==> src/harness_pkg.sv <==
/*
  Shared bus widths and memory map of the external harness.
  Imported by every harness module.
*/

package harness_pkg;

  // --------------------------------------------------------------------------
  // Bus widths
  // --------------------------------------------------------------------------

  // Byte address and data word of the core bus
  localparam int unsigned ADDR_W = 32;
  localparam int unsigned DATA_W = 32;

  // One enable per data byte
  localparam int unsigned BE_W = DATA_W / 8;

  // Word address inside one slow memory, taken from byte address bits 15:2
  localparam int unsigned MEM_AW = 14;

  // --------------------------------------------------------------------------
  // Memory map
  // --------------------------------------------------------------------------

  // Memory 0 is also the default target for any unmapped address
  localparam logic [ADDR_W-1:0] MEM0_BASE = 32'hF000_0000;

  // Memory 1 sits right above memory 0
  localparam logic [ADDR_W-1:0] MEM1_BASE = 32'hF000_8000;

  // 32 KiB per window
  localparam logic [ADDR_W-1:0] MEM_SPAN = 32'h0000_8000;

endpackage

==> src/gpio_cnt.sv <==
/*
  Counts rising edges on an asynchronous GPIO line.
  Gives a one-cycle pulse every CNT_MAX edges.
*/

`timescale 1ns/10ps

module gpio_cnt
  import harness_pkg::*;
#(
  parameter int unsigned CNT_MAX = 2048
) (
  input  logic clk_i,
  input  logic rst_n_i,
  input  logic gpio_i,
  output logic gpio_o
);

  localparam int unsigned CNT_W = (CNT_MAX > 1) ? $clog2(CNT_MAX) : 1;
  localparam logic [CNT_W-1:0] CNT_LAST = CNT_W'(CNT_MAX - 1);

  logic [1:0]       sync_q;
  logic             prev_q;
  logic             rise;
  logic [CNT_W-1:0] cnt_q;
  logic             pulse_q;

  // Two-flop synchronizer, then edge detect on the synced level
  assign rise = sync_q[1] && !prev_q;

  always_ff @(posedge clk_i or negedge rst_n_i) begin
    if (!rst_n_i) begin
      sync_q  <= 2'b00;
      prev_q  <= 1'b0;
      cnt_q   <= '0;
      pulse_q <= 1'b0;
    end else begin
      sync_q  <= {sync_q[0], gpio_i};
      prev_q  <= sync_q[1];
      pulse_q <= 1'b0;
      if (rise) begin
        if (cnt_q == CNT_LAST) begin
          cnt_q   <= '0;
          pulse_q <= 1'b1;
        end else begin
          cnt_q <= cnt_q + 1'b1;
        end
      end
    end
  end

  assign gpio_o = pulse_q;

endmodule

==> config.mk <==
export PLATFORM = sky130hd
export DESIGN_NAME = gpio_cnt
export DESIGN_NICKNAME = d
export VERILOG_FILES = /design/src/harness_pkg.sv /design/src/gpio_cnt.sv
export SDC_FILE = /design/constraint.sdc
export NUM_CORES = 1
export LEC_CHECK = 0
export BUFFER_PORTS_ARGS = -buffer_cell sky130_fd_sc_hd__buf_2
export CAP_MARGIN = 25
export CORE_MARGIN = 4
export CORE_UTILIZATION = 45
export CTS_CLUSTER_DIAMETER = 60
export DETAILED_ROUTE_END_ITERATION = 10
export HOLD_SLACK_MARGIN = 0.08
export PLACE_DENSITY = 0.7
export SYNTH_ARGS = -nofsm -noshare
export SYNTH_HDL_FRONTEND = slang
export SYNTH_SLANG_ARGS = --single-unit
==> constraint.sdc <==
create_clock -name clk_i -period 1.74 [get_ports clk_i]
set_input_delay 0 -clock clk_i [delete_from_list [all_inputs] [get_ports clk_i]]
set_output_delay 0 -clock clk_i [all_outputs]
set_load 0.02 [all_outputs]
==> impl_metrics.csv <==
group,metric,value,unit
outcome,status,"complete, no violations",
die,rows,14,
power,p_sw_frac,0.316,
drt,routedWlPerCell,13.9,µm
timing,tns,0,ns
drt,viasPerCell,5.60,
clock_tree,cts_tree,"built",
worst_hold_path,hold_class,"in -> async",
yosys,syn_inst,59,
final_layout,postLayoutCoreUtil,0.529,
global_routing,antenna_found_initial,0,
clock_tree,cts.htree.levels,1,
final_layout,num-nets-final,73,
timing,slew_headroom,0.783,
clock_tree,ctsResizeCount,0,
power,peakVddDrop,0.583,mV
timing,fin_hold_ws,0.139,ns
power,combPwrFrac,0.139,
drt,first_pass_iters,4,
drt,vias,470,
worst_setup_path,setup.worst_path.class,"reg -> reg",
clock_tree,clk_latency,0.28,ns
yosys,ys_ff_latch,15,
power,clock_power_share,0.244,
place,postPlaceCellArea,751,µm²
yosys,synth_area_per_cell,12.1,µm²
timing,rsz0062_at_grt,"no",
drt,drc,0,
yosys,ys_seq_area_frac,0.524,
place,io_buffers,3,
worst_setup_path,critical_path_arrival,1.60,ns
flow_run,cap_viol_max_count,0,
timing,fmax,707,MHz
drt,wl,1.17,mm
yosys,async_flop_share,1.00,
power,fin_total_pwr,801,µW
yosys,synth_top_flop_cell,"dfrtp_1",
die,dieHeight,47.9,µm
yosys,netlist_area,716,µm²
yosys,synth_cell_types,30,
clock_tree,clk_pin_slew,0.08,ns
global_routing,grt_pass1_vias,465,
worst_setup_path,required,1.92,ns
power,p_leak,0.353,nW
global_routing,grt_pass1_wl,1.97,mm
global_routing,grtUsageTotal,0.125,
yosys,synth_edf_count,0,
timing,worst_pin_slew,0.326,ns
final_layout,final_cell_area,797,µm²
die,ios,4,
timing,drv_slew,0,
global_routing,overflow,0,
die,fp.dieArea,0.00229,mm²
final_layout,syn2layout_area_growth,11.4,%
drt,ant_nets,0,
die,die_w,47.9,µm
yosys,yosysWarnings,0,
clock_tree,cts_root_buffer,"clkbuf_4",
power,internal_power,548,µW
power,p_sw,253,µW
final_layout,drive_gt1_frac,0.191,
die,coreArea,0.00151,mm²
global_routing,grt_max_degree,16,
final_layout,diodes,0,
yosys,synth_fp_nets,63,
timing,hold_viol,0,
timing,fin_crit_sh,0.813,
drt,drtIter0Drc,9,
worst_setup_path,cp-start-kind,"flop",
timing,setup_violations,0,
timing,fin_skew,0.000466,ns
worst_setup_path,endpoint_kind,"flop",
clock_tree,cts_buffers,3,
worst_setup_path,crit_path_max_fanout,5,
clock_tree,cts_sinks,15,
die,start_util,0.475,
place,dp.final_hpwl,888,µm
clock_tree,clockBufferDepth,2,
final_layout,fillers,131,
power,powerDensity,1000,mW/mm²
power,p_seq_frac,0.617,
place,gp_congestion,0.750,
timing,fin_crit,1.41,ns
flip-flops by register name (all words and copies together) (netlist names):
register,count
cnt_q,11
gpio_o,1
prev_q,1
sync_q,2
worst paths after layout:
path,start,endpoint,slack [ns],depth (start not counted)
worst max-delay path,cnt_q[0]$_DFFE_PN0P_,cnt_q[9]$_DFFE_PN0P_,0.33,4
worst min-delay path,rst_n_i,cnt_q[5]$_DFFE_PN0P_,0.14,2
worst max register to register,cnt_q[0]$_DFFE_PN0P_,cnt_q[9]$_DFFE_PN0P_,0.33,4
worst min register to register,sync_q[0]$_DFF_PN0_,sync_q[1]$_DFF_PN0_,0.36,0
max in group asynchronous,rst_n_i,cnt_q[6]$_DFFE_PN0P_,1.36,2
min in group clk_i,sync_q[0]$_DFF_PN0_,sync_q[1]$_DFF_PN0_,0.36,0
critical path, stage by stage (launching register included):
cell and delay [ns]:
dfrtp_1 0.44, ha_1 0.24, nand4b_1 0.16, a211o_1 0.29, a21o_1 0.17
synth_stat cells, drive strengths merged, types with 2 or more instances:
cell    instances  area, µm²
xnor2           4       35.0
a21oi           2       10.0
a31oi           2       12.5
nor4            2       18.8
nand4b          2       32.5
inv             4       15.0
o21ai           4       20.0
dfrtp          15        375
o41ai           2       17.5
nand4           3       40.0
nand2           3       11.3
nor3            2       20.0
metrics by stage:
step / cells / worst slack, ns
2_1_floorplan: 59 / 0.435
3_3_place_gp: 78 / 0.387
3_5_place_dp: 78 / 0.348
4_1_cts: 84 / 0.338
5_1_grt: 84 / 0.224
6_report: 84 / 0.325
power by group through the flow:
| stage | combinational (mW) | sequential [mW] | clock, mW |
|---|---|---|---|
| global route | 0.133 | 0.506 | 0.216 |
| floorplan | 0.0851 | 0.484 | 0 |
| CTS | 0.113 | 0.493 | 0.203 |
| finish | 0.111 | 0.494 | 0.195 |
| detailed placement | 0.109 | 0.500 | 0 |
| global placement | 0.106 | 0.500 | 0 |
placed cells by master (no fill, tap or decap), drive strengths merged:
cell	instances
o41ai	2
clkbuf	4
a211o	1
nand2b	1
and4	1
nand3	1
nand2	3
o21ai	4
xor2	1
and4b	1
nand4b	2
a41oi	1
a21o	1
nand3b	1
a31oi	2
dlygate4sd3	2
nor3	2
nand4	3
a21oi	2
nor2	1
xnor2	4
dfrtp	15
or3	1
o22ai	1
nor2b	1
buf	3
ha	1
inv	4
nor4	2
layout make-up:
| class | instances | area [µm²] | share of cell area |
|---|---|---|---|
| multi-input combinational | 40 | 325 | 0.408 |
| inverter | 4 | 15.0 | 0.0188 |
| clock buffer | 4 | 26.3 | 0.0330 |
| tap | 16 | 20.0 | 0.0251 |
| sequential | 15 | 375 | 0.471 |
| timing repair buffer | 5 | 35.0 | 0.0440 |
layer usage:
metal | global-route usage | share of wire | vias up
met1 | 0.163 | 0.49 | 218
li1 | - | - | 240
met2 | 0.185 | 0.47 | 10
met3 | 0.0226 | 0.033 | 2
met4 | 0.0914 | 0.013 | 0
met5 | 0 | 0 | -
repair_timing:
item,4_1_cts,5_1_grt
endpoints found under the hold margin,16,0
setup buffers,0,0
hold buffers,2,0
kinds of logic (layout without fill, tap and decap cells):
group           after synthesis  count (layout)  share of synthesized area
simple gates                 20              20                      0.248
xor+xnor                      5               5                     0.0612
compound gates               14              14                      0.128
buf+inv                       4              13                     0.0210
fa+ha+maj                     1               1                     0.0175
flops                        15              15                      0.524
Power figures use the tool's default switching activity.
