===== config.mk =====
export PLATFORM = sky130hd
export DESIGN_NAME = power_switch_emu
export DESIGN_NICKNAME = d
export VERILOG_FILES = /design/src/harness_pkg.sv /design/src/power_switch_emu.sv
export SDC_FILE = /design/constraint.sdc
export NUM_CORES = 1
export LEC_CHECK = 0
export ABC_CLOCK_PERIOD_IN_PS = 850
export BUFFER_PORTS_ARGS = -buffer_cell sky130_fd_sc_hd__buf_2
export CAP_MARGIN = 5
export CORE_AREA = 2 2 40 42
export CTS_BUF_LIST = sky130_fd_sc_hd__clkbuf_4
export DETAILED_ROUTE_END_ITERATION = 10
export DIE_AREA = 0 0 42 44
export GPL_ROUTABILITY_DRIVEN = 0
export PLACE_DENSITY = 0.55
export SYNTH_ARGS = -nofsm -noshare
export SYNTH_HDL_FRONTEND = slang
export SYNTH_SLANG_ARGS = --single-unit

===== constraint.sdc =====
create_clock -name clk_i -period 0.85 [get_ports clk_i]
set_clock_uncertainty 0.15 [all_clocks]
set_input_delay 0.0425 -clock clk_i [delete_from_list [all_inputs] [get_ports clk_i]]
set_output_delay 0.0425 -clock clk_i [all_outputs]
set_load 0.02 [all_outputs]

===== src/harness_pkg.sv =====
/*
  Shared bus widths and memory map of the external harness.
  Imported by every harness module.
*/

package harness_pkg;

  // --------------------------------------------------------------------------
  // Bus widths
  // --------------------------------------------------------------------------

  // Byte address and data word of the core bus
  localparam int unsigned ADDR_W = 32;
  localparam int unsigned DATA_W = 32;

  // One enable per data byte
  localparam int unsigned BE_W = DATA_W / 8;

  // Word address inside one slow memory, taken from byte address bits 15:2
  localparam int unsigned MEM_AW = 14;

  // --------------------------------------------------------------------------
  // Memory map
  // --------------------------------------------------------------------------

  // Memory 0 is also the default target for any unmapped address
  localparam logic [ADDR_W-1:0] MEM0_BASE = 32'hF000_0000;

  // Memory 1 sits right above memory 0
  localparam logic [ADDR_W-1:0] MEM1_BASE = 32'hF000_8000;

  // 32 KiB per window
  localparam logic [ADDR_W-1:0] MEM_SPAN = 32'h0000_8000;

endpackage


===== src/power_switch_emu.sv =====
/*
  Emulates power switches that acknowledge a request after a fixed delay.
  One active-low switch and ack bit per power domain.
*/

`timescale 1ns/10ps

module power_switch_emu
  import harness_pkg::*;
#(
  parameter int unsigned NUM_DOMAINS = 1,
  parameter int unsigned ACK_LATENCY = 15
) (
  input  logic                   clk_i,
  input  logic                   rst_n_i,
  input  logic [NUM_DOMAINS-1:0] switch_n_i,
  output logic [NUM_DOMAINS-1:0] ack_n_o
);

  // Settling time of the switch, one stage per cycle
  logic [NUM_DOMAINS-1:0] stage_q [ACK_LATENCY];

  always_ff @(posedge clk_i or negedge rst_n_i) begin
    if (!rst_n_i) begin
      for (int i = 0; i < ACK_LATENCY; i++) begin
        stage_q[i] <= '1;
      end
    end else begin
      stage_q[0] <= switch_n_i;
      for (int i = 1; i < ACK_LATENCY; i++) begin
        stage_q[i] <= stage_q[i-1];
      end
    end
  end

  assign ack_n_o = stage_q[ACK_LATENCY-1];

  // --------------------------------------------------------------------------
  // Checks
  // --------------------------------------------------------------------------

  // Any switch change shows up on the ack exactly ACK_LATENCY cycles later
  property p_ack_follows_switch;
    @(posedge clk_i) disable iff (!rst_n_i)
      $changed(switch_n_i) |->
        ##ACK_LATENCY (ack_n_o == $past(switch_n_i, ACK_LATENCY));
  endproperty

  a_ack_follows_switch : assert property (p_ack_follows_switch)
    else $error("power switch ack does not follow its switch");

endmodule


==> results of run 1 <==
[metal layers]
layer / vias up / global-route usage (%) / part of all wire, %
met5: - / 0 / 0
met4: 0 / 1.94 / 0
met3: 0 / 6.25 / 7.4
met2: 6 / 9.38 / 48
met1: 76 / 6.91 / 45
li1: 63 / - / -
[logic make-up after synthesis]
group | after synthesis | synth area share (%)
DFF | 15 | 100
[power groups by stage]
stage / sequential (W) / combinational [W] / clock, W
global route: 0.000795 / 0.0000350 / 0.000445
CTS: 0.000793 / 0.0000323 / 0.000402
floorplan: 0.000799 / 0 / 0
global placement: 0.000800 / 0.0000209 / 0
finish: 0.000790 / 0.0000310 / 0.000373
detailed placement: 0.000802 / 0.0000225 / 0
[layout make-up]
type,count,area [um2],area share [%]
clock buffers,3,22.5,4.66
clock inverters,1,5.00,1.04
flip-flops and latches,15,394,81.6
well taps,16,20.0,4.15
repair buffers,5,41.3,8.55
[through the flow]
stage	hold slack, ns	util, %	cell area (um2)	instances
final	0.206	34.0	483	40
after CTS	0.209	34.0	483	40
after global routing	0.216	34.0	483	40
after detailed placement	0.000993	30.2	429	34
after global placement	0.00102	30.2	429	34
after floorplan	-0.255	-	394	15
[repair_timing]
item                                   4_1_cts  5_1_grt
setup endpoints to repair                    1        1
endpoints found under the hold margin       16        0
hold buffers                                 2        0
gates resized for setup                      2        0
[registers in the layout (all words and copies together) (netlist names)]
name,count
stage_q,14
ack_n_o,1
[how the worst max path moves through the flow]
stage / start / endpoint / slack, ns / cells past startpoint
3_3_place_gp: ack_n_o$_DFF_PN1_ / ack_n_o / 0.02 / 1
4_1_cts: ack_n_o$_DFF_PN1_ / ack_n_o / -0.27 / 1
2_1_floorplan: ack_n_o$_DFF_PN1_ / ack_n_o / 0.10 / 0
3_5_place_dp: ack_n_o$_DFF_PN1_ / ack_n_o / 0.005 / 1
6_report: ack_n_o$_DFF_PN1_ / ack_n_o / -0.25 / 1
5_1_grt: ack_n_o$_DFF_PN1_ / ack_n_o / -0.29 / 1
[cells in the final DEF (no fill, tap or decap)]
cell type | netlist | routed
sky130_fd_sc_hd__buf_6 | 0 | 1
sky130_fd_sc_hd__dlygate4sd3_1 | 0 | 2
sky130_fd_sc_hd__dfstp_2 | 15 | 15
sky130_fd_sc_hd__clkinv_2 | 0 | 1
sky130_fd_sc_hd__clkbuf_4 | 0 | 3
sky130_fd_sc_hd__buf_2 | 0 | 2
==> parameters.txt, run 1 <==
Parameter                              Value

Outcome
  Status ... finished, violations left
  Failing checks ... setup timing

Setup path
  Data required, critical path ... between 0.6 and 0.7 ns
  Cell with the largest stage delay on the worst path ... sky130_fd_sc_hd__dfstp_2
  Endpoint of the worst-slack reg-to-reg timing path ... stage_q[1]$_DFF_PN1_
  Worst path cell trace ... buf_6
  Kind of launch point of the worst setup path ... flip-flop
  Number of cells traversed by the worst register-to-register path ... 0
  Flop2flop setup slack ... 0.12 ns
  Largest fanout on the critical path ... 1
  Buffers plus inverters on the worst setup path ... 1
  Signal arrival time at the worst endpoint ... 0.91 ns
  Critical Path End Type ... primary output
  Type of the worst setup path ... flip-flop to primary output
  Cell class contributing the biggest share of worst-path delay ... flip-flops
  FF-to-FF Start ... stage_q[2]$_DFF_PN1_
  Delay of the slowest cell on the worst path ... 0.53 ns

Cells and area
  Net count of the finished layout ... 28
  Multi-input comb cells ... 0
  Multi-input combinational cell area ... 0 um2
  Inserted Diodes ... 0
  Fill cell total of the finished layout ... 128
  Area Growth Syn to Fin ... 22.5%
  Fraction of layout cells with a size suffix above 1 ... around nine tenths

Clock network
  Maximum count of clock buffers along a single path ... 2
  H-tree depth ... 1
  Reg clk slew, reported paths ... 0.08 ns
  Clk Tree Root Cell ... sky130_fd_sc_hd__clkbuf_4
  Clk Latency, worst-skew pair ... approximately 0.27 ns
  Setup Buffers After CTS ... 0
  Clock sink count ... 15
  CTS tree ... done
  Clock buffer count from CTS ... 3

Yosys
  Number of distinct library cells after synthesis ... 1
  Yosys synthesis warning count ... 0
  Most frequently used cell type in the post-synthesis netlist ... sky130_fd_sc_hd__dfstp_2
  Cell area after synthesis ... 394 um2
  Cell taking the most area after synthesis ... sky130_fd_sc_hd__dfstp_2
  Most frequent cells after synthesis ... sky130_fd_sc_hd__dfstp_2
  Flip-flop and latch count after synthesis ... 15
  Number of nets in the synthesized netlist ... 18
  Top flip-flop cell by instance count after synthesis ... sky130_fd_sc_hd__dfstp_2
  Syn Inst Count ... 15
  Synth top area cells ... sky130_fd_sc_hd__dfstp_2
  Avg Cell Area, Syn ... 26.3 um2
  Sequential element share of the synthesized area ... 100%
  Share of async-settable or async-resettable flops after synthesis ... between 90% and 100%
  EDFF count, synth ... 0
  Area share of the largest cell type after synthesis ... 100%

Timing
  Maximum clock frequency ... 905 MHz
  Slew margin rel. ... between 80% and 90%
  Actual transition at the worst max-transition pin ... 0.300 ns
  Period utilisation layout ... 130%
  RSZ-0062 raised after global routing ... yes
  Setup_tns ... -0.254 ns
  Endpoints failing hold ... 0
  Fin. max-slew vios ... 0
  Post-route minimum period ... 1.10 ns
  Final setup violation count ... 1
  Worst setup slack after layout ... -0.254 ns

Worst hold path
  Tightest Hold Check Type ... flip-flop to flip-flop
  Hold Path Stages ... 0
  Launch instance of the worst min-delay path ... stage_q[7]$_DFF_PN1_
  Min-Delay Endpoint ... stage_q[6]$_DFF_PN1_

Die
  Die X ... 42 um
  Die footprint ... 1850 um2
  Placeable core region ... roughly 1400 um2
  Number of placement rows ... 14
  Count of pins on the block boundary ... 4
  Effective utilization at floorplan ... 27.8%
  Chip height ... roughly 44 um

Drt
  Count of nets left with antenna violations after detail routing ... 0
  Routed vias ... between 100 and 150
  Via/cell ratio ... 3.63
  Number of iterations in the first detailed-routing pass ... 1
  DR DRC count ... 0
  Initial DRC count ... 0
  Total length of routed wires ... roughly 440 um
  Average wire length per cell after detail routing ... around 11 um

Place
  Post-Place Setup Slack ... 0.00501 ns
  Number of port buffers ... 3
  Final HPWL DP ... 295 um

Global routing
  Number of antenna violations at the first check in global routing ... 0
  Largest net degree at the start of global routing ... 16
  Total congestion overflow after global routing ... 0
  First-pass GRT wire length ... 786 um
  Global router's overall resource usage ... 6.57%
  Number of global-route vias before repair ... 173

Power and ir drop
  Internal power of the cells ... 0.000966 W
  Clock share of power ... a little under a third
  Final Total Pwr ... 0.00119 W
  Switching power of the nets ... 0.000229 W
  Static power due to leakage ... between 0.15 and 0.2 nW
  Combinational group share of total power ... under 10%
  Worst IR Drop VDD ... 1.00 mV
  Flop pwr share ... approximately two thirds
  Switching share of total power ... 19.1%
  Total power density per cell area ... 2470 nW/um2

Run
  Maxcap violations ... 0
Power figures use the tool's default switching activity.
==> run 2, diff against run 1 <==
--- a/config.mk
+++ b/config.mk
@@ -10,8 +10,8 @@
 export CAP_MARGIN = 5
-export CORE_AREA = 2 2 40 42
+export CORE_AREA = 2 2 39 41
 export CTS_BUF_LIST = sky130_fd_sc_hd__clkbuf_4
 export DETAILED_ROUTE_END_ITERATION = 10
-export DIE_AREA = 0 0 42 44
+export DIE_AREA = 0 0 41 43
 export GPL_ROUTABILITY_DRIVEN = 0
-export PLACE_DENSITY = 0.55
+export PLACE_DENSITY = 0.57
 export SYNTH_ARGS = -nofsm -noshare
==> constraint.sdc (replaced) <==
create_clock -name clk_i -period 0.85 [get_ports clk_i]
set_clock_uncertainty 0.15 [all_clocks]
set_input_delay 0.085 -clock clk_i [delete_from_list [all_inputs] [get_ports clk_i]]
set_output_delay 0.085 -clock clk_i [all_outputs]
set_load 0.02 [all_outputs]
==> parameters.txt, run 2 (synthesized netlist as in run 1, its figures left out) <==
Parameter                              Value

Outcome
  Status ... finished, violations left
  Failing checks ... setup timing

Cells and area
  Top register by number of flip-flops ... stage_q
  Fraction of layout cells with a size suffix above 1 ... 91.7%
  Inserted Diodes ... 0
  Area Growth Syn to Fin ... 22.5%
  Net count of the finished layout ... 28
  Most common cell after layout, fill and taps aside ... sky130_fd_sc_hd__dfstp_2
  Fill cell total of the finished layout ... 133
  Filler-free cell count of the finished design ... 40
  Flip-flop count of the largest register, all copies and words added ... 14
  Multi-input comb cells ... 0
  Area of all placed cells without fillers ... around 480 um2
  Core Util, Final ... 34.9%
  Highest-count cells in the layout ignoring fill and taps ... sky130_fd_sc_hd__dfstp_2, sky130_fd_sc_hd__clkbuf_4, sky130_fd_sc_hd__dlygate4sd3_1, sky130_fd_sc_hd__buf_2
  Multi-input combinational cell area ... 0 um2

Timing
  Setup_tns ... -0.297 ns
  Fin. max-slew vios ... 0
  RSZ-0062 raised after global routing ... yes
  Actual transition at the worst max-transition pin ... a little under 0.3 ns
  Period utilisation layout ... 135%
  Slew margin rel. ... 80.4%
  Post-route minimum period ... 1.15 ns
  Final setup violation count ... 1
  Maximum clock frequency ... 872 MHz
  Endpoints failing hold ... 0
  Worst setup slack after layout ... -0.297 ns

Drt
  Routed vias ... 143
  Initial DRC count ... 2
  Count of nets left with antenna violations after detail routing ... 0
  Average wire length per cell after detail routing ... roughly 9.6 um
  DR DRC count ... 0
  Via/cell ratio ... between 3 and 4
  Total length of routed wires ... 382 um
  Number of iterations in the first detailed-routing pass ... 2

Power and ir drop
  Worst IR Drop VDD ... 1.32 mV
  Static power due to leakage ... 0.198 nW
  Total power density per cell area ... about 2500 nW/um2

Worst hold path
  Tightest Hold Check Type ... flip-flop to flip-flop

Setup path
  Buffers plus inverters on the worst setup path ... 1
  Data required, critical path ... 0.61 ns
  Kind of launch point of the worst setup path ... flip-flop
  Cell class contributing the biggest share of worst-path delay ... flip-flops
  Critical Path End Type ... primary output
  Type of the worst setup path ... flip-flop to primary output
  Delay of the slowest cell on the worst path ... 0.53 ns
  Signal arrival time at the worst endpoint ... roughly 0.9 ns
  Cell with the largest stage delay on the worst path ... sky130_fd_sc_hd__dfstp_2
  Largest fanout on the critical path ... 1
  Worst path cell trace ... buf_6

Die
  Placeable core region ... around 1400 um2
  Count of pins on the block boundary ... 4
  Die X ... a little over 40 um
  Chip height ... 43 um
  Die footprint ... 1760 um2
  Number of placement rows ... 14
  Effective utilization at floorplan ... 28.5%

Global routing
  Busiest metal layer after global routing ... met1
  Number of global-route vias before repair ... 170
  Total congestion overflow after global routing ... 0
  Fraction of met1 tracks used by global routing ... between 8 and 9%
  Largest net degree at the start of global routing ... 16
  Global router's overall resource usage ... 6.71%
  Met2 usage ... 7.50%
  Number of antenna violations at the first check in global routing ... 0
  Global routing met3 resource utilization ... 6.28%
  First-pass GRT wire length ... 703 um

Clock network
  Clock sink count ... 15
  Reg clk slew, reported paths ... 0.08 ns
  Clk Latency, worst-skew pair ... between 0.2 and 0.3 ns
  CTS tree ... done
  Maximum count of clock buffers along a single path ... 2
  Clk Tree Root Cell ... sky130_fd_sc_hd__clkbuf_4
  Clock buffer count from CTS ... 3
  H-tree depth ... 1

Run
  Maxcap violations ... 0

Place
  Post-placement cell count ... 34
  Post-placement cell area ... 429 um2
  Number of port buffers ... 3
  Final HPWL DP ... 244 um
-- run 2: metrics by stage --
step	worst slack [ns]	power, W	hold slack (ns)
after floorplan	0.0606	0.000799	-0.213
after global placement	-0.0253	0.000821	0.0417
after global routing	-0.331	0.00127	0.213
after CTS	-0.313	0.00122	0.210
final	-0.297	0.00120	0.208
after detailed placement	-0.0333	0.000822	0.0419
-- run 2: power breakdown --
group	leakage, nW	total, W	internal (W)	switching, W
logic	0.0223	0.0000308	0.0000138	0.0000171
clock network	0.0177	0.000378	0.000174	0.000204
registers	0.158	0.000789	0.000778	0.0000114
-- run 2: area by class of cell --
class | instances | area, um2 | area share (%)
flip-flops and latches | 15 | 394 | 81.6
repair buffers | 5 | 41.3 | 8.55
clock buffers | 3 | 22.5 | 4.66
well taps | 16 | 20.0 | 4.15
clock inverters | 1 | 5.00 | 1.04
-- run 2: final timing paths --
kind | start | to | slack [ns] | cells past startpoint
worst max-delay path | ack_n_o$_DFF_PN1_ | ack_n_o | -0.30 | 1
worst min-delay path | stage_q[13]$_DFF_PN1_ | stage_q[12]$_DFF_PN1_ | 0.21 | 0
worst max register to register | stage_q[12]$_DFF_PN1_ | stage_q[11]$_DFF_PN1_ | 0.12 | 0
worst min register to register | stage_q[13]$_DFF_PN1_ | stage_q[12]$_DFF_PN1_ | 0.21 | 0
max in group asynchronous | rst_n_i | stage_q[14]$_DFF_PN1_ | 0.19 | 2
min in group asynchronous | rst_n_i | stage_q[3]$_DFF_PN1_ | 0.33 | 2
-- run 2: repair_timing --
item / 4_1_cts / 5_1_grt
setup endpoints to repair: 1 / 1
buffers inserted: 0 / 0
endpoints found under the hold margin: 16 / 0
hold buffers: 2 / 0
resized for setup: 2 / 0
-- run 2: metal layers --
metal	up-vias	share of wire, %
met5	-	0
met4	0	0
met3	0	6.8
met2	4	43
met1	76	49
li1	63	-
