$ cat config.mk
export PLATFORM = sky130hd
export DESIGN_NAME = ext_mem_router
export DESIGN_NICKNAME = d
export VERILOG_FILES = /design/src/harness_pkg.sv /design/src/ext_mem_router.sv
export SDC_FILE = /design/constraint.sdc
export NUM_CORES = 1
export LEC_CHECK = 0
export ABC_AREA = 0
export BUFFER_PORTS_ARGS = -buffer_cell sky130_fd_sc_hd__buf_2
export CORE_AREA = 5 5 104 106
export DETAILED_ROUTE_END_ITERATION = 10
export DIE_AREA = 0 0 109 111
export GPL_TIMING_DRIVEN = 0
export PLACE_DENSITY = 0.57
export SETUP_SLACK_MARGIN = 0.02
export SLEW_MARGIN = 15
export SYNTH_ARGS = -nofsm -noshare
export SYNTH_HDL_FRONTEND = slang
export SYNTH_SLANG_ARGS = --single-unit
$ cat constraint.sdc
create_clock -name clk_i -period 9.55 [get_ports clk_i]
set_clock_uncertainty 0.15 [all_clocks]
set_input_delay 1.91 -clock clk_i [delete_from_list [all_inputs] [get_ports clk_i]]
set_output_delay 1.91 -clock clk_i [all_outputs]
set_load 0.02 [all_outputs]
$ cat src/harness_pkg.sv
/*
  Shared bus widths and memory map of the external harness.
  Imported by every harness module.
*/

package harness_pkg;

  // --------------------------------------------------------------------------
  // Bus widths
  // --------------------------------------------------------------------------

  // Byte address and data word of the core bus
  localparam int unsigned ADDR_W = 32;
  localparam int unsigned DATA_W = 32;

  // One enable per data byte
  localparam int unsigned BE_W = DATA_W / 8;

  // Word address inside one slow memory, taken from byte address bits 15:2
  localparam int unsigned MEM_AW = 14;

  // --------------------------------------------------------------------------
  // Memory map
  // --------------------------------------------------------------------------

  // Memory 0 is also the default target for any unmapped address
  localparam logic [ADDR_W-1:0] MEM0_BASE = 32'hF000_0000;

  // Memory 1 sits right above memory 0
  localparam logic [ADDR_W-1:0] MEM1_BASE = 32'hF000_8000;

  // 32 KiB per window
  localparam logic [ADDR_W-1:0] MEM_SPAN = 32'h0000_8000;

endpackage

$ cat src/ext_mem_router.sv
/*
  Routes the core bus to one of two slow memories by address.
  Unmapped addresses fall through to memory 0.
*/

`timescale 1ns/10ps

module ext_mem_router
  import harness_pkg::*;
(
  input  logic              clk_i,
  input  logic              rst_n_i,

  // Core side
  input  logic              bus_req_i,
  input  logic              bus_we_i,
  input  logic [BE_W-1:0]   bus_be_i,
  input  logic [ADDR_W-1:0] bus_addr_i,
  input  logic [DATA_W-1:0] bus_wdata_i,
  output logic              bus_gnt_o,
  output logic              bus_rvalid_o,
  output logic [DATA_W-1:0] bus_rdata_o,

  // Memory 0
  output logic              mem0_req_o,
  output logic              mem0_we_o,
  output logic [BE_W-1:0]   mem0_be_o,
  output logic [MEM_AW-1:0] mem0_waddr_o,
  output logic [DATA_W-1:0] mem0_wdata_o,
  input  logic              mem0_gnt_i,
  input  logic              mem0_rvalid_i,
  input  logic [DATA_W-1:0] mem0_rdata_i,

  // Memory 1
  output logic              mem1_req_o,
  output logic              mem1_we_o,
  output logic [BE_W-1:0]   mem1_be_o,
  output logic [MEM_AW-1:0] mem1_waddr_o,
  output logic [DATA_W-1:0] mem1_wdata_o,
  input  logic              mem1_gnt_i,
  input  logic              mem1_rvalid_i,
  input  logic [DATA_W-1:0] mem1_rdata_i
);

  logic              sel_mem1;
  logic [ADDR_W-1:0] mem1_offset;
  logic [MEM_AW-1:0] waddr;
  logic              tgt_q;

  // --------------------------------------------------------------------------
  // Request path
  // --------------------------------------------------------------------------

  // Unsigned wrap makes addresses below the base land far outside the span
  assign mem1_offset = bus_addr_i - MEM1_BASE;
  assign sel_mem1    = (mem1_offset < MEM_SPAN);
  assign waddr       = bus_addr_i[MEM_AW+1:2];

  assign mem0_req_o   = bus_req_i && !sel_mem1;
  assign mem0_we_o    = bus_we_i;
  assign mem0_be_o    = bus_be_i;
  assign mem0_waddr_o = waddr;
  assign mem0_wdata_o = bus_wdata_i;

  assign mem1_req_o   = bus_req_i && sel_mem1;
  assign mem1_we_o    = bus_we_i;
  assign mem1_be_o    = bus_be_i;
  assign mem1_waddr_o = waddr;
  assign mem1_wdata_o = bus_wdata_i;

  assign bus_gnt_o = sel_mem1 ? mem1_gnt_i : mem0_gnt_i;

  // --------------------------------------------------------------------------
  // Response path
  // --------------------------------------------------------------------------

  // Target of the last granted access, the response follows one cycle later
  always_ff @(posedge clk_i or negedge rst_n_i) begin
    if (!rst_n_i) begin
      tgt_q <= 1'b0;
    end else if (bus_req_i && bus_gnt_o) begin
      tgt_q <= sel_mem1;
    end
  end

  assign bus_rvalid_o = tgt_q ? mem1_rvalid_i : mem0_rvalid_i;
  assign bus_rdata_o  = tgt_q ? mem1_rdata_i : mem0_rdata_i;

  // --------------------------------------------------------------------------
  // Checks
  // --------------------------------------------------------------------------

  property p_single_rvalid;
    @(posedge clk_i) disable iff (!rst_n_i)
      !(mem0_rvalid_i && mem1_rvalid_i);
  endproperty

  a_single_rvalid : assert property (p_single_rvalid)
    else $error("both memories answered in the same cycle");

endmodule

==> impl_metrics.prom, run 1 <==
# TYPE chip_impl_metric gauge
chip_impl_metric{name="routabilityCongestion",unit=""} 0.6780
chip_impl_metric{name="ctsHoldBuffers",unit=""} 0
chip_impl_metric{name="num_antenna_cells",unit=""} 0
chip_impl_metric{name="synth.lib_cells_used.distinct",unit=""} 31
chip_impl_metric{name="worst_ep_arrival_time",unit="ns"} 4.48
chip_impl_info{name="worst_setup_path_end_kind",value="output port"} 1
chip_impl_metric{name="port-buffer-count",unit=""} 225
chip_impl_metric{name="mappedNetlistNets",unit=""} 320
chip_impl_metric{name="detail_route.drc_violations",unit=""} 0
chip_impl_metric{name="leakagePower",unit="nW"} 1.604
chip_impl_metric{name="fraction_of_the_mapped_netlist_area_in_compound_gates",unit="%"} 4.623
chip_impl_metric{name="clkSlewWorstSetupHoldPaths",unit="ns"} 0
chip_impl_metric{name="yosysSeqAreaShare",unit="%"} 1.712
chip_impl_metric{name="finalInstanceArea",unit="mm²"} 0.002754
chip_impl_metric{name="cpPeakStageDelay",unit="ns"} 0.50
chip_impl_info{name="critical-path-top-delay-family",value="simple AND/OR/NAND/NOR gates"} 1
chip_impl_info{name="synth_top_family_by_area",value="buffers and inverters"} 1
chip_impl_info{name="netlist.top_cell.by_area",value="sky130_fd_sc_hd__buf_4"} 1
chip_impl_metric{name="asyncSetResetFlopFracSynth",unit="%"} 100.0
chip_impl_metric{name="timing.max_slew.rel_slack",unit="%"} 61.81
chip_impl_metric{name="final_net_count",unit=""} 547
chip_impl_metric{name="antenna_found_initial",unit=""} 0
chip_impl_metric{name="synth_largest_type_area_fraction",unit="%"} 52.40
chip_impl_info{name="synth.top_cells.by_area",value="sky130_fd_sc_hd__buf_4 (52%), sky130_fd_sc_hd__mux2_2 (25%), sky130_fd_sc_hd__xnor2_1 (1.8%)"} 1
chip_impl_info{name="rsz0062_at_grt",value="false"} 1
chip_impl_metric{name="final_cell_count_no_fill",unit=""} 537
chip_impl_metric{name="pwr_density_cell",unit="mW/mm²"} 49.48
chip_impl_metric{name="synth_cells",unit=""} 179
chip_impl_metric{name="die_height",unit="µm"} 111
chip_impl_info{name="postSynth.topFlopCell",value="sky130_fd_sc_hd__dfrtp_1"} 1
chip_impl_metric{name="ratio_of_cells_with_drive_above_1_in_the_final_layout",unit="%"} 90.84
chip_impl_metric{name="gr-usage-met3",unit="%"} 1.631
chip_impl_metric{name="core.rowCount",unit=""} 36
chip_impl_metric{name="synth_simple_gate_area_share",unit="%"} 9.418
chip_impl_metric{name="use_met2",unit="%"} 17.90
chip_impl_metric{name="postSynthRegisterBits",unit=""} 1
chip_impl_metric{name="final_min_period_over_clock_period",unit="%"} 68.43
chip_impl_metric{name="setup_violations",unit=""} 0
chip_impl_info{name="grt_most_used_layer",value="met2"} 1
chip_impl_metric{name="dp_hpwl",unit="µm"} 6055
chip_impl_metric{name="yosys-mux-area-fraction",unit="%"} 26.46
chip_impl_info{name="layout_top_registers",value="tgt_q (1)"} 1
chip_impl_metric{name="floorplan.io_pins",unit=""} 278
chip_impl_metric{name="drt-vias-per-instance",unit=""} 3.555
chip_impl_metric{name="die_width",unit="µm"} 109
chip_impl_info{name="cp_cell_instances",value="buf_2 > inv_1 > ha_1 > or3b_2 > o41ai_1 > a21oi_1 > nor4b_4 > mux2_4 > buf_2"} 1
chip_impl_metric{name="final.setup.tns",unit="ns"} 0
chip_impl_metric{name="dr.pass1.iters",unit=""} 4
chip_impl_metric{name="finalHoldViolations",unit=""} 0
chip_impl_metric{name="max_cap_viol_count",unit=""} 0
chip_impl_metric{name="via_count",unit=""} 1909
chip_impl_metric{name="grt_pass1_vias",unit=""} 1937
chip_impl_metric{name="start_util",unit="%"} 15.09
chip_impl_info{name="synthMostInstantiatedCell",value="sky130_fd_sc_hd__buf_4"} 1
chip_impl_metric{name="worstPathRequired",unit="ns"} 7.49
chip_impl_metric{name="dieArea",unit="mm²"} 0.01210
chip_impl_metric{name="overflow",unit=""} 0
chip_impl_info{name="crit_type",value="in -> out"} 1
chip_impl_metric{name="p_total",unit="µW"} 136.3
chip_impl_metric{name="critical_path.n_buffers_inverters",unit=""} 3
chip_impl_metric{name="area_share_of_xor_xnor_cells_in_the_synthesized_design",unit="%"} 2.397
chip_impl_info{name="hold_class",value="reg -> reg"} 1
chip_impl_metric{name="synth-warning-count",unit=""} 0
chip_impl_info{name="max_flop_register",value="tgt_q"} 1
chip_impl_metric{name="global_route_wire_length_before_repair",unit="µm"} 9259
chip_impl_metric{name="grt_max_degree",unit=""} 11
chip_impl_metric{name="drtIter0Drc",unit=""} 21
chip_impl_metric{name="ant_nets",unit=""} 0
chip_impl_metric{name="worstSkewPairLatency",unit="ns"} 0
chip_impl_info{name="status",value="finished, final reports clean"} 1
chip_impl_metric{name="cts.repair.resized",unit=""} 0
chip_impl_metric{name="final_routed_wirelength",unit="µm"} 6441
chip_impl_metric{name="cts_setup_buffers",unit=""} 0
chip_impl_metric{name="grt.met1_usage",unit="%"} 10.09
chip_impl_metric{name="worst-slew-pin-transition",unit="ns"} 0.5728
chip_impl_info{name="synth.top_cells.by_count",value="sky130_fd_sc_hd__buf_4 (102), sky130_fd_sc_hd__mux2_2 (33), sky130_fd_sc_hd__nor2_1 (4)"} 1
chip_impl_metric{name="synth.avg_cell_area",unit="µm²"} 8.164
chip_impl_metric{name="max_clock_freq",unit="MHz"} 153.0
chip_impl_metric{name="largest_register_ffs",unit=""} 1
chip_impl_info{name="start_kind",value="input port"} 1
chip_impl_metric{name="vdd_ir_drop_max",unit="mV"} 0.02386
chip_impl_metric{name="placedCellCount",unit=""} 537
chip_impl_info{name="critical-path-slowest-cell",value="sky130_fd_sc_hd__or3b_2"} 1
chip_impl_metric{name="synth-adder-area-share",unit="%"} 0.8562
chip_impl_info{name="library_cell_appearing_most_often_on_the_critical_path",value="sky130_fd_sc_hd__buf_2"} 1
chip_impl_metric{name="globalRouteTotalUtil",unit="%"} 8.997
chip_impl_metric{name="flow.area_growth_from_synthesis",unit="%"} 88.44
chip_impl_metric{name="fin_crit",unit="ns"} 6.535
chip_impl_metric{name="worst_hold_slack",unit="ns"} 0.8251
chip_impl_metric{name="core_area",unit="mm²"} 0.009684
chip_impl_metric{name="routedWlPerCell",unit="µm"} 11.99
chip_impl_metric{name="dpl-instance-area",unit="mm²"} 0.002754
chip_impl_metric{name="post_synth_edffs",unit=""} 0
chip_impl_metric{name="worst-path-max-fanout",unit=""} 5
chip_impl_metric{name="synth.cell_area",unit="mm²"} 0.001461
chip_impl_metric{name="finalMaxSlewViolations",unit=""} 0
## path summary, 6_finish.rpt
kind | start | slack (ns) | cells past startpoint | endpoint
min in group asynchronous | rst_n_i | 1.54 | 1 | tgt_q
max in group asynchronous | rst_n_i | 7.63 | 1 | tgt_q
worst max-delay path | bus_addr_i[15] | 3.01 | 9 | bus_gnt_o
worst min-delay path | tgt_q | 0.83 | 3 | tgt_q
worst max register to register | tgt_q | 7.87 | 4 | tgt_q
worst min register to register | tgt_q | 0.83 | 3 | tgt_q
## where the power goes
group / switching [mW] / leakage [nW] / internal, mW
registers: 0.0000000153 / 0.0140 / 0.00431
clock network: 0 / 0 / 0
logic: 0.0656 / 1.59 / 0.0664
total: 0.0656 / 1.60 / 0.0707
## kinds of logic after synthesis
family                   after synthesis
XOR/XNOR                               4
adder cells (fa/ha/maj)                1
buffers and inverters                110
flip-flops                             1
AND/OR/NAND/NOR                       20
AO/OA/AOI/OAI                          9
multiplexers                          34
## placed cells by master (no fill, tap or decap)
| cell type | n |
|---|---|
| sky130_fd_sc_hd__or4_1 | 2 |
| sky130_fd_sc_hd__nand2_1 | 1 |
| sky130_fd_sc_hd__nor4_2 | 1 |
| sky130_fd_sc_hd__nor2b_1 | 1 |
| sky130_fd_sc_hd__o21ba_2 | 1 |
| sky130_fd_sc_hd__a211o_1 | 2 |
| sky130_fd_sc_hd__o21ai_0 | 1 |
| sky130_fd_sc_hd__xor2_1 | 1 |
| sky130_fd_sc_hd__inv_1 | 3 |
| sky130_fd_sc_hd__and2_2 | 1 |
| sky130_fd_sc_hd__nor4b_4 | 1 |
| sky130_fd_sc_hd__buf_4 | 102 |
| sky130_fd_sc_hd__a21boi_0 | 1 |
| sky130_fd_sc_hd__buf_2 | 226 |
| sky130_fd_sc_hd__ha_1 | 1 |
| sky130_fd_sc_hd__buf_1 | 2 |
| sky130_fd_sc_hd__or3b_2 | 1 |
| sky130_fd_sc_hd__clkbuf_1 | 2 |
| sky130_fd_sc_hd__or3_1 | 1 |
| sky130_fd_sc_hd__nand3_1 | 1 |
| sky130_fd_sc_hd__a21oi_1 | 2 |
| sky130_fd_sc_hd__o41ai_1 | 1 |
| sky130_fd_sc_hd__mux2_2 | 33 |
| sky130_fd_sc_hd__dfrtp_1 | 1 |
| sky130_fd_sc_hd__mux2_4 | 1 |
| sky130_fd_sc_hd__xnor2_1 | 3 |
| sky130_fd_sc_hd__nor2_1 | 4 |
| sky130_fd_sc_hd__nor3_1 | 3 |
| sky130_fd_sc_hd__a2bb2oi_1 | 1 |
| sky130_fd_sc_hd__nand4_1 | 1 |
| sky130_fd_sc_hd__nor4_1 | 2 |
## worst reg2reg max path, cell delays in order, from the launching register on
cell	delay (ns)
sky130_fd_sc_hd__dfrtp_1	0.31
sky130_fd_sc_hd__clkbuf_1	0.33
sky130_fd_sc_hd__buf_1	0.50
sky130_fd_sc_hd__a21oi_1	0.07
sky130_fd_sc_hd__o21ba_2	0.25
## metrics by stage
stage | worst slack (ns) | util (%)
floorplan | 3.641 | -
global placement | 3.004 | 28.44
detailed placement | 2.993 | 28.44
CTS | 2.970 | 28.44
global route | 2.845 | 28.44
finish | 3.015 | 28.44
## cell type report
type                            count  area (µm²)
Sequential cell                     1       25.02
Fill cell                        1068        6930
Tap cell                          133       166.4
Multi-Input combinational cell     68       639.4
Timing Repair Buffer              225        1126
Buffer                            107       785.8
Inverter                            3       11.26
## routing by layer
| metal | routed length, µm | vias up |
|---|---|---|
| met5 | 0 | - |
| met4 | 27 | 0 |
| met3 | 790 | 4 |
| met2 | 3507 | 137 |
| met1 | 2115 | 821 |
| li1 | - | 947 |
Power figures use the tool's default switching activity.
==> run 2: changes to the inputs <==
- ABC_AREA: 0 -> 1
- PLACE_DENSITY: 0.57 -> 0.6
- clock period: 9.55 -> 6.5 ns (I/O delays scaled with it)
==> run 2 against run 1 <==
Sequential power increased by 47%. Utilization increased by 2.8 points. Cell count increased by 15%. Synthesized cell count increased by 43%. Area after synthesis increased by 18%. Largest cell class unchanged.
==> impl_metrics.prom, run 2 <==
# TYPE chip_impl_metric gauge
chip_impl_info{name="hold_class",value="reg -> reg"} 1
chip_impl_metric{name="pwr_density_cell",unit="mW/mm²"} 71.24
chip_impl_info{name="max_flop_register",value="tgt_q"} 1
chip_impl_metric{name="mappedNetlistNets",unit=""} 397
chip_impl_metric{name="final_routed_wirelength",unit="µm"} 8549
chip_impl_metric{name="leakagePower",unit="nW"} 1.824
chip_impl_info{name="cp_cell_instances",value="buf_2 > inv_2 > ha_1 > nand3_1 > nor2_2 > nand2_1 > nand3b_1 > nand3_1 > nor2_4 > nand2_2 > nor2_1 > buf_2"} 1
chip_impl_metric{name="worst-path-max-fanout",unit=""} 4
chip_impl_metric{name="largest_register_ffs",unit=""} 1
chip_impl_metric{name="ant_nets",unit=""} 0
chip_impl_metric{name="total_of_fill_cells_in_the_finished_design",unit=""} 1068
chip_impl_info{name="critical-path-slowest-cell",value="sky130_fd_sc_hd__ha_1"} 1
chip_impl_metric{name="sequentialPowerShare",unit="%"} 2.9
chip_impl_metric{name="dieArea",unit="mm²"} 0.01210
chip_impl_metric{name="global_route_wire_length_before_repair",unit="µm"} 11900
chip_impl_metric{name="synth.avg_cell_area",unit="µm²"} 6.745
chip_impl_info{name="start_kind",value="input port"} 1
chip_impl_info{name="critical_path.startpoint",value="bus_addr_i[15]"} 1
chip_impl_metric{name="flow.area_growth_from_synthesis",unit="%"} 75.14
chip_impl_metric{name="vdd_ir_drop_max",unit="mV"} 0.03729
chip_impl_metric{name="grt_pass1_vias",unit=""} 2223
chip_impl_metric{name="port-buffer-count",unit=""} 225
chip_impl_metric{name="setup_violations",unit=""} 0
chip_impl_metric{name="antenna_found_initial",unit=""} 2
chip_impl_metric{name="synth_cells",unit=""} 256
chip_impl_metric{name="worstPathRequired",unit="ns"} 5.05
chip_impl_info{name="crit_type",value="in -> out"} 1
chip_impl_metric{name="worst-slew-pin-transition",unit="ns"} 0.3344
chip_impl_info{name="leading_cell_type_in_the_layout_fill_and_taps_excluded",value="sky130_fd_sc_hd__buf_2"} 1
chip_impl_metric{name="max_clock_freq",unit="MHz"} 231.5
chip_impl_metric{name="power_report.internal_total",unit="µW"} 106.7
chip_impl_metric{name="die_height",unit="µm"} 111
chip_impl_info{name="netlist.top_cell.by_area",value="sky130_fd_sc_hd__buf_4"} 1
chip_impl_metric{name="fin_crit",unit="ns"} 4.319
chip_impl_metric{name="p_total",unit="µW"} 215.4
chip_impl_metric{name="max_cap_viol_count",unit=""} 0
chip_impl_metric{name="final_net_count",unit=""} 624
chip_impl_metric{name="cpPeakStageDelay",unit="ns"} 0.20
chip_impl_metric{name="finalHoldViolations",unit=""} 0
chip_impl_info{name="layout_top_registers",value="tgt_q (1)"} 1
chip_impl_metric{name="via_count",unit=""} 2249
chip_impl_metric{name="cts.repair.resized",unit=""} 0
chip_impl_metric{name="power.share.combinational",unit="%"} 97.1
chip_impl_info{name="worst_setup_path_end_kind",value="output port"} 1
chip_impl_metric{name="core.rowCount",unit=""} 36
chip_impl_metric{name="drt-vias-per-instance",unit=""} 3.651
chip_impl_info{name="synth.top_cells.by_area",value="sky130_fd_sc_hd__buf_4 (44%), sky130_fd_sc_hd__mux2_2 (22%), sky130_fd_sc_hd__nand2_1 (10%)"} 1
chip_impl_metric{name="clkSlewWorstSetupHoldPaths",unit="ns"} 0
chip_impl_metric{name="asyncSetResetFlopFracSynth",unit="%"} 100.0
chip_impl_metric{name="synth.cell_area",unit="mm²"} 0.001727
chip_impl_metric{name="synth_largest_type_area_fraction",unit="%"} 44.35
chip_impl_metric{name="timing.max_slew.rel_slack",unit="%"} 77.71
chip_impl_info{name="postSynth.topFlopCell",value="sky130_fd_sc_hd__dfrtp_1"} 1
chip_impl_metric{name="globalRouteTotalUtil",unit="%"} 12.19
chip_impl_metric{name="dp_hpwl",unit="µm"} 8049
chip_impl_metric{name="switching_power_share_of_the_total",unit="%"} 50.46
chip_impl_metric{name="power.switching",unit="µW"} 108.7
chip_impl_info{name="layout.cells.most_common_list",value="sky130_fd_sc_hd__buf_2 (227), sky130_fd_sc_hd__buf_4 (102), sky130_fd_sc_hd__nand2_1 (46), sky130_fd_sc_hd__mux2_2 (33), sky130_fd_sc_hd__nor2_1 (21)"} 1
chip_impl_metric{name="post_synth_edffs",unit=""} 0
chip_impl_info{name="status",value="finished, final reports clean"} 1
chip_impl_metric{name="overflow",unit=""} 0
chip_impl_metric{name="routedWlPerCell",unit="µm"} 13.88
chip_impl_metric{name="worstSkewPairLatency",unit="ns"} 0
chip_impl_metric{name="cts_setup_buffers",unit=""} 0
chip_impl_metric{name="synth.lib_cells_used.distinct",unit=""} 24
chip_impl_metric{name="die_width",unit="µm"} 109
chip_impl_info{name="worst_r2r_startpoint",value="tgt_q"} 1
chip_impl_metric{name="ctsHoldBuffers",unit=""} 0
chip_impl_info{name="synth.top_cells.by_count",value="sky130_fd_sc_hd__buf_4 (102), sky130_fd_sc_hd__nand2_1 (46), sky130_fd_sc_hd__mux2_2 (33)"} 1
chip_impl_info{name="rsz0062_at_grt",value="false"} 1
chip_impl_metric{name="yosysSeqAreaShare",unit="%"} 1.449
chip_impl_metric{name="final.setup.tns",unit="ns"} 0
chip_impl_metric{name="detail_route.drc_violations",unit=""} 0
chip_impl_metric{name="start_util",unit="%"} 17.83
chip_impl_metric{name="floorplan.io_pins",unit=""} 278
chip_impl_info{name="synthMostInstantiatedCell",value="sky130_fd_sc_hd__buf_4"} 1
chip_impl_metric{name="routabilityCongestion",unit=""} 0.7505
chip_impl_info{name="hold_path.startpoint",value="tgt_q"} 1
chip_impl_metric{name="drtIter0Drc",unit=""} 105
chip_impl_metric{name="grt_max_degree",unit=""} 11
chip_impl_metric{name="power.clock.fraction",unit="%"} 0
chip_impl_metric{name="synth-warning-count",unit=""} 0
chip_impl_metric{name="finalMaxSlewViolations",unit=""} 0
chip_impl_metric{name="dr.pass1.iters",unit=""} 4
chip_impl_metric{name="core_area",unit="mm²"} 0.009684
chip_impl_metric{name="postSynthRegisterBits",unit=""} 1
chip_impl_metric{name="ratio_of_cells_with_drive_above_1_in_the_final_layout",unit="%"} 78.38
chip_impl_metric{name="final_min_period_over_clock_period",unit="%"} 66.45
chip_impl_metric{name="worst_ep_arrival_time",unit="ns"} 2.87
run 2: cell types whose count changed after synthesis, moves of 3 or more:
| cell | previous run | this run |
|---|---|---|
| sky130_fd_sc_hd__nand3_1 | 1 | 10 |
| sky130_fd_sc_hd__nor2_1 | 4 | 21 |
| sky130_fd_sc_hd__nor2_4 | 0 | 3 |
| sky130_fd_sc_hd__inv_1 | 3 | 15 |
| sky130_fd_sc_hd__nor2_2 | 0 | 4 |
| sky130_fd_sc_hd__xnor2_1 | 3 | 0 |
| sky130_fd_sc_hd__nand2_1 | 1 | 46 |
run 2: final timing paths:
kind | endpoint | slack [ns] | cells past startpoint
setup / recovery | mem1_req_o | 2.18 | 12
hold / removal | tgt_q | 0.72 | 4
setup reg to reg | tgt_q | 5.38 | 4
hold reg to reg | tgt_q | 0.72 | 4
max in group asynchronous | tgt_q | 5.18 | 1
min in group asynchronous | tgt_q | 0.93 | 1
run 2: logic make-up (layout without fill, tap and decap cells):
logic type / Yosys count / count (layout) / synth area share (%)
and+or+nand+nor: 94 / 94 / 25.00
adders and majority gates: 1 / 1 / 0.7245
AOI/OAI and AO/OA: 4 / 4 / 1.812
muxes: 33 / 33 / 21.52
other: 0 / 2 / 0
buffers and inverters: 123 / 348 / 49.49
DFF: 1 / 1 / 1.449
run 2: critical path, delay by kind of cell:
kind                       cells  cell delay, ns
buffers and inverters          3            0.41
adders and majority gates      1            0.20
and+or+nand+nor                8            0.96
run 2: metrics by stage:
stage / instance area (µm²) / cells / setup slack [ns] / hold WS (ns) / util, %
2_1_floorplan: 1727 / 256 / 2.499 / 0.6478 / -
3_3_place_gp: 3019 / 614 / 2.209 / 0.7310 / 31.18
3_5_place_dp: 3019 / 614 / 2.144 / 0.7207 / 31.18
4_1_cts: 3019 / 614 / 2.135 / 0.7270 / 31.18
5_1_grt: 3024 / 616 / 1.936 / 0.8186 / 31.23
6_report: 3024 / 616 / 2.181 / 0.7211 / 31.23
run 2: cell type report:
type,count,area (µm²),area share (%)
inverters,17,63.81,2.110
multi-input cells,132,847.1,28.01
repair buffers,225,1126,37.24
flip-flops and latches,1,25.02,0.8275
plain buffers,106,790.8,26.15
well taps,133,166.4,5.503
diodes,2,5.005,0.1655
run 2: layer usage:
layer  up-vias  GRT usage (%)  wire length (µm)
met5         -              0                 0
met4         0          1.599               117
met3         4          1.631               823
met2       124          25.43              4713
met1       966          12.58              2894
li1       1155              -                 -
run 2: power by group through the flow:
stage	Sequential, mW	Clock, mW	Combinational [mW]
2_1_floorplan	0.00634	0	0.134
3_3_place_gp	0.00634	0	0.208
3_5_place_dp	0.00634	0	0.211
4_1_cts	0.00634	0	0.211
5_1_grt	0.00634	0.0000000412	0.223
6_report	0.00634	0.0000000412	0.209
==> run 3: changes to the inputs <==
- PLACE_DENSITY: 0.6 -> 0.62
- clock period: 6.5 -> 3.7 ns (I/O delays scaled with it)
==> run 3 against run 2 <==
Critical path depth unchanged. Die area stayed put. Final area about the same. Critical path type unchanged. Total power grew 75%. Largest cell class unchanged. Via count rose by 1.4%. Routed wire length fell by 3.0%. Hold slack worse by 0.36 ns. First-iteration DRC count grew 11%.
==> impl_metrics.prom, run 3 (synthesis results as in run 2) <==
# TYPE chip_impl_metric gauge
chip_impl_metric{name="setup_violations",unit=""} 0
chip_impl_metric{name="vdd_ir_drop_max",unit="mV"} 0.06267
chip_impl_metric{name="power.clock.fraction",unit="%"} 0
chip_impl_metric{name="timing.final.ws_setup",unit="ns"} 0.4985
chip_impl_metric{name="start_util",unit="%"} 17.83
chip_impl_info{name="start_kind",value="input port"} 1
chip_impl_metric{name="cts.repair.resized",unit=""} 0
chip_impl_metric{name="antenna_found_initial",unit=""} 4
chip_impl_info{name="layout.cells.most_common_list",value="sky130_fd_sc_hd__buf_2 (227), sky130_fd_sc_hd__buf_4 (102), sky130_fd_sc_hd__nand2_1 (46), sky130_fd_sc_hd__mux2_2 (33), sky130_fd_sc_hd__nor2_1 (21)"} 1
chip_impl_metric{name="worstPathRequired",unit="ns"} 2.81
chip_impl_metric{name="regToRegSetupSlack",unit="ns"} 2.57
chip_impl_info{name="hold_class",value="in -> async"} 1
chip_impl_metric{name="fin_crit",unit="ns"} 3.201
chip_impl_metric{name="worst-slew-pin-transition",unit="ns"} 0.3297
chip_impl_metric{name="routedWlPerCell",unit="µm"} 13.45
chip_impl_metric{name="overflow",unit=""} 0
chip_impl_metric{name="die_width",unit="µm"} 109
chip_impl_metric{name="worst_hold_slack",unit="ns"} 0.3660
chip_impl_metric{name="finalHoldViolations",unit=""} 0
chip_impl_metric{name="grt_pass1_vias",unit=""} 2220
chip_impl_info{name="reg2reg_to",value="tgt_q"} 1
chip_impl_metric{name="max_cap_viol_count",unit=""} 0
chip_impl_metric{name="dpl-instance-area",unit="mm²"} 0.003019
chip_impl_metric{name="port-buffer-count",unit=""} 225
chip_impl_metric{name="grt_max_degree",unit=""} 11
chip_impl_metric{name="flow.area_growth_from_synthesis",unit="%"} 75.29
chip_impl_info{name="layout_top_registers",value="tgt_q (1)"} 1
chip_impl_info{name="leading_cell_type_in_the_layout_fill_and_taps_excluded",value="sky130_fd_sc_hd__buf_2"} 1
chip_impl_info{name="crit_type",value="in -> out"} 1
chip_impl_metric{name="pwr_density_cell",unit="mW/mm²"} 124.9
chip_impl_metric{name="p_total",unit="µW"} 378.0
chip_impl_metric{name="drtIter0Drc",unit=""} 117
chip_impl_info{name="cp_cell_instances",value="buf_2 > inv_2 > ha_1 > nand3_1 > nor2_2 > nand2_1 > nand3b_1 > nand3_1 > nor2_4 > nand2_2 > nor2_1 > buf_2"} 1
chip_impl_metric{name="final_routed_wirelength",unit="µm"} 8296
chip_impl_metric{name="floorplan.io_pins",unit=""} 278
chip_impl_metric{name="routabilityCongestion",unit=""} 0.7949
chip_impl_metric{name="finalInstanceArea",unit="mm²"} 0.003027
chip_impl_info{name="worst_r2r_startpoint",value="tgt_q"} 1
chip_impl_info{name="status",value="finished, final reports clean"} 1
chip_impl_metric{name="sequentialPowerShare",unit="%"} 2.9
chip_impl_metric{name="dieArea",unit="mm²"} 0.01210
chip_impl_metric{name="core_area",unit="mm²"} 0.009684
chip_impl_metric{name="finalMaxSlewViolations",unit=""} 0
chip_impl_metric{name="final_min_period_over_clock_period",unit="%"} 86.53
chip_impl_metric{name="dp_hpwl",unit="µm"} 7760
chip_impl_metric{name="dr.pass1.iters",unit=""} 4
chip_impl_info{name="critical-path-top-delay-family",value="simple AND/OR/NAND/NOR gates"} 1
chip_impl_metric{name="final_cell_count_no_fill",unit=""} 617
chip_impl_metric{name="placedCellCount",unit=""} 614
chip_impl_metric{name="pre_cts_slack",unit="ns"} 0.4700
chip_impl_metric{name="switching_power_share_of_the_total",unit="%"} 50.41
chip_impl_metric{name="ratio_of_cells_with_drive_above_1_in_the_final_layout",unit="%"} 78.38
chip_impl_metric{name="critical_path.n_buffers_inverters",unit=""} 3
chip_impl_metric{name="timing.max_slew.rel_slack",unit="%"} 78.02
chip_impl_metric{name="post-route-util",unit="%"} 31.25
chip_impl_metric{name="largest_register_ffs",unit=""} 1
chip_impl_metric{name="via_count",unit=""} 2281
chip_impl_info{name="max_flop_register",value="tgt_q"} 1
chip_impl_info{name="worst_setup_path_end_kind",value="output port"} 1
chip_impl_metric{name="globalRouteTotalUtil",unit="%"} 11.76
chip_impl_metric{name="r2r_cells",unit=""} 4
chip_impl_metric{name="global_route_wire_length_before_repair",unit="µm"} 11590
chip_impl_metric{name="worst-path-max-fanout",unit=""} 4
chip_impl_metric{name="worst_ep_arrival_time",unit="ns"} 2.31
chip_impl_metric{name="core.rowCount",unit=""} 36
chip_impl_metric{name="detail_route.drc_violations",unit=""} 0
chip_impl_metric{name="ant_nets",unit=""} 0
chip_impl_metric{name="final_net_count",unit=""} 624
chip_impl_metric{name="die_height",unit="µm"} 111
chip_impl_info{name="rsz0062_at_grt",value="false"} 1
chip_impl_metric{name="final.setup.tns",unit="ns"} 0
chip_impl_info{name="critical-path-slowest-cell",value="sky130_fd_sc_hd__ha_1"} 1
chip_impl_metric{name="max_clock_freq",unit="MHz"} 312.4
chip_impl_metric{name="leakagePower",unit="nW"} 1.824
chip_impl_metric{name="power.share.combinational",unit="%"} 97.1
chip_impl_metric{name="power_report.internal_total",unit="µW"} 187.4
chip_impl_metric{name="cpPeakStageDelay",unit="ns"} 0.20
chip_impl_metric{name="cts_setup_buffers",unit=""} 0
chip_impl_metric{name="drt-vias-per-instance",unit=""} 3.697
chip_impl_metric{name="ctsHoldBuffers",unit=""} 0
chip_impl_metric{name="power.switching",unit="µW"} 190.6
chip_impl_metric{name="clkSlewWorstSetupHoldPaths",unit="ns"} 0
chip_impl_metric{name="worstSkewPairLatency",unit="ns"} 0
-- run 3: how the worst max path moves through the flow --
stage          cells past startpoint    endpoint  slack [ns]           start
2_1_floorplan                     10  mem1_req_o        0.82  bus_addr_i[15]
3_3_place_gp                      12  mem1_req_o        0.51  bus_addr_i[15]
3_5_place_dp                      12  mem1_req_o        0.47  bus_addr_i[15]
4_1_cts                           12  mem1_req_o        0.46  bus_addr_i[15]
5_1_grt                           12  mem1_req_o        0.29  bus_addr_i[15]
6_report                          12  mem1_req_o        0.50  bus_addr_i[15]
-- run 3: power groups by stage --
stage                     clock network (mW)  logic (mW)  registers [mW]
final                            0.000000110       0.367          0.0111
after detailed placement                   0       0.369          0.0111
after floorplan                            0       0.236          0.0111
after CTS                                  0       0.370          0.0111
after global routing             0.000000109       0.393          0.0111
after global placement                     0       0.365          0.0111
-- run 3: final cells by class --
class / instances / area [µm²]
flip-flops and latches: 1 / 25.02
well taps: 133 / 166.4
repair buffers: 225 / 1126
diodes: 3 / 7.507
inverters: 17 / 63.81
fillers: 1044 / 6658
multi-input cells: 132 / 847.1
plain buffers: 106 / 790.8
-- run 3: worst register-to-register path, cell delays in order, from the launching register on --
cell and delay (ns):
sky130_fd_sc_hd__dfrtp_1 0.30, sky130_fd_sc_hd__clkbuf_1 0.28, sky130_fd_sc_hd__buf_6 0.21, sky130_fd_sc_hd__nand2_1 0.07
sky130_fd_sc_hd__nand2_1 0.06
-- run 3: per-layer routing --
metal / track usage [%] / wire length [µm] / vias to the layer above
met3: 1.689 / 827 / 2
met5: 0 / 13 / -
met2: 23.14 / 4614 / 123
met1: 12.61 / 2838 / 998
met4: 3.114 / 3 / 2
li1: - / - / 1156
